`config.mk`:
```
export PLATFORM = sky130hd
export DESIGN_NAME = whack_a_mole
export DESIGN_NICKNAME = d
export VERILOG_FILES = /design/src/source/mole_geometry_pkg.sv /design/src/source/mole_score_pkg.sv /design/src/source/mole_placer.sv /design/src/source/hit_latch.sv /design/src/source/score_keeper.sv /design/src/source/whack_a_mole.sv
export SDC_FILE = /design/constraint.sdc
export NUM_CORES = 1
export LEC_CHECK = 0
export ABC_AREA = 1
export ABC_CLOCK_PERIOD_IN_PS = 5400
export BUFFER_PORTS_ARGS = -buffer_cell sky130_fd_sc_hd__buf_4
export CAP_MARGIN = 10
export CORE_MARGIN = 2
export CORE_UTILIZATION = 40
export CTS_CLUSTER_DIAMETER = 30
export DETAILED_ROUTE_END_ITERATION = 6
export PLACE_DENSITY = 0.65
export SLEW_MARGIN = 25
export SYNTH_ARGS = -nofsm -noshare
export SYNTH_HDL_FRONTEND = slang
export SYNTH_SLANG_ARGS = --single-unit
```
`constraint.sdc`:
```
create_clock -name clock -period 5.4 [get_ports clock]
set_input_delay 0 -clock clock [delete_from_list [all_inputs] [get_ports clock]]
set_output_delay 0 -clock clock [all_outputs]
set_load 0.03 [all_outputs]
```
`src/source/mole_geometry_pkg.sv`:
```
// Playfield geometry: coordinate, tile, mole set and pointer types
// Grid size, tile placement constants and tile origin helper
package mole_geometry_pkg;

  //////////////////////////////////////////////////////////////////////
  // Grid and tile constants
  //////////////////////////////////////////////////////////////////////
  localparam int grid_cols   = 4;    // Tiles across
  localparam int grid_rows   = 3;    // Tiles down
  localparam int tile_pitch  = 160;  // Distance between tile origins
  localparam int tile_offset = 40;   // Origin of tile 0 on either axis
  localparam int tile_size   = 80;   // Square edge, half-open range

  typedef logic [9:0] coord_t;       // Screen coordinate

  typedef struct packed {
    logic [1:0] col;
    logic [1:0] row;
  } tile_t;

  // Producer output, second equals first for a single mole
  typedef struct packed {
    tile_t first;
    tile_t second;
    logic  decoy;                    // Second mole is a decoy
    logic  valid;                    // Set from the first round on
  } mole_set_t;

  // Tracked object position
  typedef struct packed {
    coord_t x;
    coord_t y;
    logic   present;                 // Object seen this cycle
  } pointer_t;

  // Origin of a tile on one axis
  function automatic coord_t tile_origin(input logic [1:0] index);
    return coord_t'(index * tile_pitch + tile_offset);
  endfunction

endpackage

```
`src/source/mole_score_pkg.sv`:
```
// Scoring types: score, level and per-round hit summary
// Score steps, penalties and the level ceiling
package mole_score_pkg;

  //////////////////////////////////////////////////////////////////////
  // Score and level
  //////////////////////////////////////////////////////////////////////
  typedef logic [7:0] score_t;
  typedef logic [2:0] level_t;

  localparam level_t max_level = 3'd7;    // Level saturates here

  //////////////////////////////////////////////////////////////////////
  // Round result, produced by the hit latch
  //////////////////////////////////////////////////////////////////////
  typedef struct packed {
    logic first_hit;     // Pointer reached the first tile
    logic second_hit;    // Pointer reached the second tile only
    logic decoy;         // Second mole of the round was a decoy
    logic same_tile;     // Both moles share one tile
  } round_hits_t;

  // Rewards
  localparam score_t bonus_both   = 8'd2;  // Two real moles on distinct tiles
  localparam score_t bonus_single = 8'd1;  // One real mole

  // Penalties, floor at zero
  localparam score_t penalty_with_real  = 8'd4;  // Real mole plus decoy
  localparam score_t penalty_decoy_only = 8'd5;  // Decoy alone

  // Saturating subtract
  function automatic score_t score_minus(input score_t value, input score_t amount);
    return (value > amount) ? score_t'(value - amount) : '0;
  endfunction

endpackage

```
`src/source/mole_placer.sv`:
```
// Mole placer: round timer, three LFSR generators, mole placement
// Emits the round strobe together with the new mole set
module mole_placer
#(
  parameter int unsigned round_cycles_base = 2**20  // Level-0 round length
)
(
  input  logic                         clock,
  input  logic                         reset,
  input  mole_score_pkg::level_t       level,        // Shortens the round
  output mole_geometry_pkg::mole_set_t moles,
  output logic                         round_start   // One-cycle strobe
);

  localparam int count_width = $clog2(round_cycles_base + 1);

  // Generator seeds
  localparam logic [30:0] lfsr_seed [3] = '{31'h5555_5555, 31'h6666_6666, 31'h5777_7777};

  logic [count_width-1:0] count;       // Cycles left in the round
  logic [count_width-1:0] period;      // Round length at this level
  logic [30:0]            gen [3];     // Random generators
  logic                   two_moles;
  mole_geometry_pkg::mole_set_t next_moles;

  // One step of a 31-bit Fibonacci LFSR, taps 31 and 28
  function automatic logic [30:0] lfsr_step(input logic [30:0] value);
    return {value[29:0], value[27] ^ value[30]};
  endfunction

  //////////////////////////////////////////////////////////////////////
  // Round timer
  //////////////////////////////////////////////////////////////////////
  assign period = count_width'(round_cycles_base >> level);

  always_ff @(posedge clock)
  begin
    if (reset)
    begin
      count       <= count_width'(round_cycles_base - 1);  // Level 0 after reset
      round_start <= 1'b0;
    end
    else if (count == '0)
    begin
      count       <= period - 1'b1;    // Next round at current level
      round_start <= 1'b1;
    end
    else
    begin
      count       <= count - 1'b1;
      round_start <= 1'b0;
    end
  end

  //////////////////////////////////////////////////////////////////////
  // Random generators, free running
  //////////////////////////////////////////////////////////////////////
  always_ff @(posedge clock)
  begin
    for (int i = 0; i < 3; i++)
    begin
      if (reset)
        gen[i] <= lfsr_seed[i];
      else
        gen[i] <= lfsr_step(gen[i]);
    end
  end

  //////////////////////////////////////////////////////////////////////
  // Placement
  //////////////////////////////////////////////////////////////////////
  assign two_moles = gen[0][30];      // Half the rounds show two moles

  always_comb
  begin
    next_moles.first.col  = 2'(gen[0][7:0] % mole_geometry_pkg::grid_cols);
    next_moles.first.row  = 2'(gen[2][7:0] % mole_geometry_pkg::grid_rows);
    next_moles.second.col = 2'(gen[1][7:0] % mole_geometry_pkg::grid_cols);
    next_moles.second.row = 2'(gen[2][15:8] % mole_geometry_pkg::grid_rows);
    next_moles.decoy      = two_moles & gen[1][4];
    next_moles.valid      = 1'b1;
    if (!two_moles)
      next_moles.second = next_moles.first;  // Single mole, no decoy
  end

  // New set appears with the strobe, held for the whole round
  always_ff @(posedge clock)
  begin
    if (reset)
      moles <= '0;
    else if (count == '0)
      moles <= next_moles;
  end

  // Strobe is a single pulse
  assert property (@(posedge clock) disable iff (reset) round_start |=> !round_start);

  // Rows stay on the grid once moles are shown
  assert property (@(posedge clock) disable iff (reset)
    moles.valid |-> (moles.first.row < mole_geometry_pkg::grid_rows) &&
                    (moles.second.row < mole_geometry_pkg::grid_rows));

endmodule

```
`src/source/hit_latch.sv`:
```
// Hit latch: pointer versus mole tile test
// Holds the hit flags of the running round until the strobe
module hit_latch
(
  input  logic                         clock,
  input  logic                         reset,
  input  mole_geometry_pkg::mole_set_t moles,
  input  logic                         round_start,
  input  mole_geometry_pkg::pointer_t  pointer,
  output mole_score_pkg::round_hits_t  hits         // Valid with round_start
);

  mole_score_pkg::round_hits_t held;   // Result of the running round
  logic                        sample; // Pointer usable this cycle
  logic                        in_first;
  logic                        in_second;

  // Half-open square test on both axes
  function automatic logic in_tile(input mole_geometry_pkg::pointer_t p,
                                   input mole_geometry_pkg::tile_t    t);
    mole_geometry_pkg::coord_t x0;
    mole_geometry_pkg::coord_t y0;
    x0 = mole_geometry_pkg::tile_origin(t.col);
    y0 = mole_geometry_pkg::tile_origin(t.row);
    return (p.x >= x0) && (p.x < x0 + mole_geometry_pkg::tile_size) &&
           (p.y >= y0) && (p.y < y0 + mole_geometry_pkg::tile_size);
  endfunction

  assign sample    = moles.valid && pointer.present;
  assign in_first  = in_tile(pointer, moles.first);
  assign in_second = in_tile(pointer, moles.second);

  //////////////////////////////////////////////////////////////////////
  // Round hit flags
  //////////////////////////////////////////////////////////////////////
  always_ff @(posedge clock)
  begin
    if (reset)
      held <= '0;
    else if (round_start)
    begin
      // New round, take the round attributes from the new set
      held.first_hit  <= 1'b0;
      held.second_hit <= 1'b0;
      held.decoy      <= moles.decoy;
      held.same_tile  <= (moles.first == moles.second);
    end
    else if (sample)
    begin
      if (in_first)
        held.first_hit <= 1'b1;     // First tile wins on overlap
      else if (in_second)
        held.second_hit <= 1'b1;
    end
  end

  assign hits = held;   // Still the finished round during the strobe

endmodule

```
`src/source/score_keeper.sv`:
```
// Score keeper with per-round scoring, clear and level advance
// Score resets to zero on each level up
module score_keeper
#(
  parameter int unsigned level_up_score = 15   // Score that advances the level
)
(
  input  logic                        clock,
  input  logic                        reset,
  input  logic                        round_start,
  input  mole_score_pkg::round_hits_t hits,
  input  logic                        clear,
  output mole_score_pkg::score_t      score,
  output mole_score_pkg::level_t      level,
  output logic                        level_up     // One-cycle pulse
);

  mole_score_pkg::score_t round_score;  // Score after this round's rules
  logic                   both;
  logic                   only_first;
  logic                   only_second;

  assign both        = hits.first_hit & hits.second_hit;
  assign only_first  = hits.first_hit & ~hits.second_hit;
  assign only_second = ~hits.first_hit & hits.second_hit;

  //////////////////////////////////////////////////////////////////////
  // Round rules in priority order
  //////////////////////////////////////////////////////////////////////
  always_comb
  begin
    if (both && !hits.same_tile && !hits.decoy)
      round_score = score + mole_score_pkg::bonus_both;      // Two real moles
    else if (only_first || (only_second && !hits.decoy) || (both && hits.same_tile))
      round_score = score + mole_score_pkg::bonus_single;    // One real mole
    else if (both && hits.decoy)
      round_score = mole_score_pkg::score_minus(score, mole_score_pkg::penalty_with_real);
    else if (only_second && hits.decoy)
      round_score = mole_score_pkg::score_minus(score, mole_score_pkg::penalty_decoy_only);
    else
      round_score = score;                                   // Missed round
  end

  //////////////////////////////////////////////////////////////////////
  // Score and level registers
  //////////////////////////////////////////////////////////////////////
  always_ff @(posedge clock)
  begin
    if (reset)
    begin
      score    <= '0;
      level    <= '0;
      level_up <= 1'b0;
    end
    else
    begin
      level_up <= 1'b0;
      if (clear)
        score <= '0;                      // Clear beats the round update
      else if (round_start)
      begin
        if (round_score >= level_up_score)
        begin
          score    <= '0;
          level_up <= 1'b1;               // Pulses at max level too
          if (level != mole_score_pkg::max_level)
            level <= level + 1'b1;
        end
        else
          score <= round_score;
      end
    end
  end

  // Threshold is never held
  assert property (@(posedge clock) disable iff (reset) score < level_up_score);

endmodule

```
`src/source/whack_a_mole.sv`:
```
// Whack-a-mole game top: mole placer, hit latch and score keeper
module whack_a_mole
#(
  parameter int unsigned round_cycles_base = 2**20,  // Level-0 round in clocks
  parameter int unsigned level_up_score    = 15      // Score for next level
)
(
  input  logic                         clock,
  input  logic                         reset,
  input  mole_geometry_pkg::pointer_t  pointer,     // Tracked object
  input  logic                         clear,       // Score clear request
  output mole_geometry_pkg::mole_set_t moles,
  output logic                         round_start,
  output mole_score_pkg::score_t       score,
  output mole_score_pkg::level_t       level,
  output logic                         level_up
);

  mole_score_pkg::round_hits_t hits;   // Latch to scorer

  //////////////////////////////////////////////////////////////////////
  // Producer
  //////////////////////////////////////////////////////////////////////
  mole_placer #(
    .round_cycles_base (round_cycles_base)
  ) i_mole_placer (
    .clock       (clock),
    .reset       (reset),
    .level       (level),       // Fed back from the scorer
    .moles       (moles),
    .round_start (round_start)
  );

  // Buffer
  hit_latch i_hit_latch (
    .clock       (clock),
    .reset       (reset),
    .moles       (moles),
    .round_start (round_start),
    .pointer     (pointer),
    .hits        (hits)
  );

  // Consumer
  score_keeper #(
    .level_up_score (level_up_score)
  ) i_score_keeper (
    .clock       (clock),
    .reset       (reset),
    .round_start (round_start),
    .hits        (hits),
    .clear       (clear),
    .score       (score),
    .level       (level),
    .level_up    (level_up)
  );

endmodule

```
[Word level (Yosys, flattened, before mapping)]
Memory sizes are Yosys's and may differ from the RTL's.
Cells that the tools add are included.
Word-level totals
  register bits after elaboration: 48
  latch bits: 0
  bits in writable memories: 93
  memory bits (read-only): 0
  input port bits: 24
  output and inout bits: 23
  word-level logic and storage cells: 107
  memories: 1
Memories
  i_mole_placer.gen: depth 3, bits a word 31, rd ports 3, clocked after Yosys merged registers in 0, wr ports 3, RTL line mole_placer.sv:22  | logic [30:0] gen [3];
Cells by class
  $add $sub $neg: 15
  $mul: 4
  divide/modulo/power cells: 2
  order comparisons: 11
  eq/ne operators: 2
  shifts and indexed selects: 1
  muxes and demuxes: 17
  bitwise logic cells: 15
  reduce and logical (&&, ||, !) cells: 24
Operator list (number)
  $lt 10x32->1: 4
  $mux 31: 3
  $mod 8x2->32 const B: 2
  $mux 8: 7
  $add 10x7->11 const B: 4
  $sub 21x1->21 const B: 2
  $add 10x6->10 const B: 4
  $ge 10x10->1: 4
  $logic_not 21->1: 1
  $mux 21: 1
  $shr 21x3->21 const A: 1
  $mul 2x3->5 const B: 4
  $gt 8x3->1 const B: 2
  $sub 8x3->8 const B: 2
  $logic_and 1x1->1: 13
  $add 8x1->8 const B: 1
  $add 8x2->8 const B: 1
  $ge 8x4->1 const B: 1
  $mux 1: 5
  $not 1->1: 5
  $and 1x1->1: 4
  $eq 4x4->1: 1
  $mux 4: 1
  $reduce_and 4->1: 1
  10 further kinds: 17

[Depth between registers and ports, before layout]
  depth after elaboration: 9
  mapped depth: 39
  mapped depth without buffers: 37

[By module]
Synthesis repeated with hierarchy kept, for this count alone.
Unflattened totals
  cell total of the unflattened synthesis: 1096
  area total of the unflattened synthesis: 7992.7 um2
Modules (own cells, without submodules)
  mole_placer: times used 1, cells each 631, area an instance 5109.9 um2, seq. area each 2502.4 um2
  hit_latch: times used 1, cells each 225, area an instance 1502.7 um2, seq. area each 80.1 um2
  score_keeper: times used 1, cells each 240, area an instance 1380.1 um2, seq. area each 240.2 um2

[Least setup slack after synthesis]
No wires, ideal clock.
  path type: flip-flop to flip-flop
  from: mem i_mole_placer.gen[2][6]
  to: reg, netlist name i_mole_placer.moles[2]
  setup time: 0.131 ns
  data arrival time: 3.728 ns
  required time: 5.269 ns
  setup slack: 1.542 ns
  cell stages (with the launch flop): 37
  buffers on the path: 2
  cells stage by stage: dfxtp_1 -> buf_6 -> clkbuf_1 -> ha_1 -> inv_1 -> nand2_1 -> nand2_1 -> nand3_1 -> nand2_1 -> nand3_2 -> nand3_2 -> nand2_1 -> nand2_2 -> nand3_1 -> nand2_1 -> nand3_2 -> nand3_2 -> nand2_1 -> nand2_1 -> inv_1 -> ha_1 -> inv_1 -> nand2_1 -> nor2_2 -> nand2_1 -> nor2_2 -> xor2_1 -> inv_1 -> ha_1 -> a21oi_1 -> nand3_2 -> nor2_4 -> nand3_1 -> nand2_1 -> nand3_1 -> nand3_1 -> a21oi_2
RTL lines (RTL line)
  start: declaration: mole_placer.sv:22

==> results by group <==
Outcome
  • Status: finished clean

Floorplan
  • Die X: 142 µm
  • I/O pin total: 47
  • Die area: a little over 20000 µm²
  • Core box area: 18700 µm²
  • # rows: 50
  • Die H: about 140 µm
  • Initial core utilization: 0.409

Cells and area
  • Fillers: approximately 1900
  • Cell area after layout: 8710 µm²
  • Diode count: 0
  • Final nets: ~1200
  • Share of layout cells above drive strength 1: 0.138
  • Multi-input gate area: 4010 µm²
  • FF+latch area: about 2800 µm²
  • Area growth syn-to-layout: 14.0%

Detailed routing
  • Initial drt markers: 297
  • Routed Antenna Nets: 0
  • Routed len/inst: 10.8 µm
  • Vias: 6280
  • DR vias/cell: approximately 4.8
  • DRC violations left: 0
  • First-pass DRT Iterations: 5
  • Wirelength, routed: 14200 µm

Logic synthesis
  • Commonest cells post-synth: 182 x inv_1, 147 x nand2_1, 141 x dfxtp_1, 106 x nor2_1, 82 x nand3_1
  • Syn Inst Count: just over 1000
  • Synthesized flop and latch total: 141
  • Number of synthesized flops with an enable pin: 0
  • Post-Syn Area: between 7000 and 8000 µm²
  • Synth area leaders: dfxtp_1 37%, ha_1 12%, inv_1 8.9%, nand2_1 7.2%, nand3_1 5.4%
  • Async SR Flop Fraction: 0
  • Share of the synthesized area in the top cell type: 0.369
  • Synth warn: 0
  • Yosys top cell by area: dfxtp_1
  • Main flop type after synthesis: dfxtp_1
  • Synth Net Count: 1129
  • Syn avg cell area: 7.41 µm²
  • Post-synthesis sequential area ratio: 0.369
  • Distinct cells, synth: 50
  • Most common cell in the netlist: inv_1

STA
  • Endpoints failing hold: 0
  • Pins over their slew limit: 0
  • Fin Setup TNS: 0 ns
  • RSZ-0062 raised after global routing: no
  • Part of the cycle the worst path needs: 0.809
  • Clk_skew: 0.00773 ns
  • Tmin final: 4.37 ns
  • Endpoints failing setup: 0
  • Actual slew at the worst max-slew pin: 0.907 ns
  • Max_slew headroom: 0.395
  • Fmax: around 0.23 GHz

Worst setup path
  • Largest fanout on the critical path: 7
  • Critical path's top delay family: simple AND/OR/NAND/NOR gates
  • Critical Path Max Stage Delay: 0.50 ns
  • WS Path Type: flip-flop to flip-flop
  • CP max stage cell: dfxtp_1
  • Cell mode on critical path: nand2_1
  • Crit path DAT: 4.63 ns
  • Cells on worst reg2reg path: 34
  • Setup crit end kind: flip-flop
  • Critical path launch point type: flip-flop
  • FF-to-FF Start: i_mole_placer.gen[2][6]
  • Crit path required time: ~5.7 ns
  • Worst Path Buf+Inv: 4
  • Reg2reg end: i_mole_placer.moles[2]
  • Crit path from: i_mole_placer.gen[2][6]
  • Worst reg-to-reg setup slack: 1.03 ns

Min path
  • Hold Crit Class: input pin to flip-flop
  • Worst hold start: pointer[20]
  • Min-Delay Endpoint: i_hit_latch.hits[2]
  • Hold path cells: 5

Placed design
  • HPWL Detailed: between 10000 and 15000 µm
  • # port buffers: 40
  • GP Congestion: 0.822
  • Placed standard-cell area: 8130 µm²

Clock tree
  • H-tree levels: 4
  • Post_cts resized: 0
  • Clock latency at the later pin of the worst-skew pair: 0.42 ns
  • Worst-path clk slew: ~0.060 ns
  • Root Buffer: clkbuf_16
  • CTS Sinks: 141
  • CTS tree: yes
  • Total CTS buffers: 17
  • Maximum root-to-sink buffer count: 2

Pwr
  • Power Dens Cells: roughly 300 nW/µm²
  • Peak VDD IR: roughly 0.24 mV
  • Leakage: 4.27 nW

Global routing
  • Initial antenna violation count: 0
  • Remaining Overflow, GRT: 0
  • First-pass GRT wire length: 24800 µm
  • Tot GR Track Use: 0.148
  • Vias in the first global route: 5754
  • Largest net degree at the start of global routing: 103

Run
  • Maxcap violations: 0
[where the power goes]
part	leakage [nW]	switching (mW)	internal (mW)	total, mW
registers	1.17	0.0190	1.09	1.11
clock network	0.279	0.490	0.611	1.10
logic	2.82	0.234	0.144	0.378
[cell families (layout without fill, tap and decap cells)]
family / after synthesis / in the layout / share of synthesized area
AND/OR/NAND/NOR: 440 / 440 / 0.269
buffers and inverters: 213 / 262 / 0.106
AO/OA/AOI/OAI: 147 / 147 / 0.115
flip-flops: 141 / 141 / 0.369
adder cells (fa/ha/maj): 73 / 73 / 0.120
XOR/XNOR: 18 / 18 / 0.0206
[worst max path at each step]
stage / endpoint / cells past startpoint
finish: i_mole_placer.moles[2] / 34
global route: i_mole_placer.moles[2] / 34
CTS: i_mole_placer.moles[2] / 34
floorplan: i_mole_placer.moles[2] / 36
detailed placement: i_mole_placer.moles[2] / 34
global placement: i_mole_placer.moles[2] / 34
[metrics by stage]
step / power [mW] / hold slack, ns / util / setup slack (ns) / cells
2_1_floorplan: 1.43 / 0.170 / - / 1.54 / 1032
3_3_place_gp: 1.50 / 0.368 / 0.435 / 1.14 / 1281
3_5_place_dp: 1.50 / 0.362 / 0.435 / 1.07 / 1281
4_1_cts: 2.62 / 0.172 / 0.466 / 1.03 / 1315
5_1_grt: 2.73 / 0.222 / 0.466 / 0.438 / 1315
6_report: 2.58 / 0.174 / 0.466 / 1.03 / 1315
[layout make-up]
type / instances / area share
Tap cell: 234 / 0.0336
Sequential cell: 141 / 0.324
Inverter: 188 / 0.0810
Clock inverter: 15 / 0.0159
Clock buffer: 17 / 0.0488
Timing Repair Buffer: 42 / 0.0368
Multi-Input combinational cell: 678 / 0.460
[routing by layer]
metal  global-route usage  up-vias  wire [µm]
met5                    0        -          0
met4               0.0563        0        209
met3               0.0340       16        524
met2                0.239       88       6280
met1                0.192     2772       7220
li1                     -     3404          -
[what timing repair did]
action	in CTS	in global routing
endpoints found under the hold margin	13	0
hold buffers	2	0
setup buffers	0	0
[flip-flops by register name, summed over array words and instances (netlist names)]
name / flops
i_mole_placer.count: 21
i_hit_latch.hits: 4
i_score_keeper.level_up: 1
i_mole_placer.round_start: 1
i_score_keeper.level: 3
i_score_keeper.score: 8
i_mole_placer.moles: 10
i_mole_placer.gen: 93
[worst min-delay path, delay by kind of cell]
kind                       cells  cell delay, ns
AOI/OAI and AO/OA              3            0.28
buffers and inverters          1            0.11
adders and majority gates      1            0.15
[layout by cell type (no fill, tap or decap), drive strengths merged, types with 3 or more instances in the layout]
cell type,netlist,layout
o211ai,10,10
dfxtp,141,141
nand4,18,18
nor3,16,16
xnor2,5,5
o31ai,3,3
o21ai,35,35
or2,43,43
nand3,91,91
nor4,4,4
ha,73,73
clkbuf,18,17
nand2,155,155
nor2,111,111
buf,7,40
a21oi,65,65
o2111ai,4,4
clkinv,2,5
o21a,4,4
xor2,13,13
o221ai,4,4
a31oi,8,8
inv,186,197
Power figures use the tool's default switching activity.
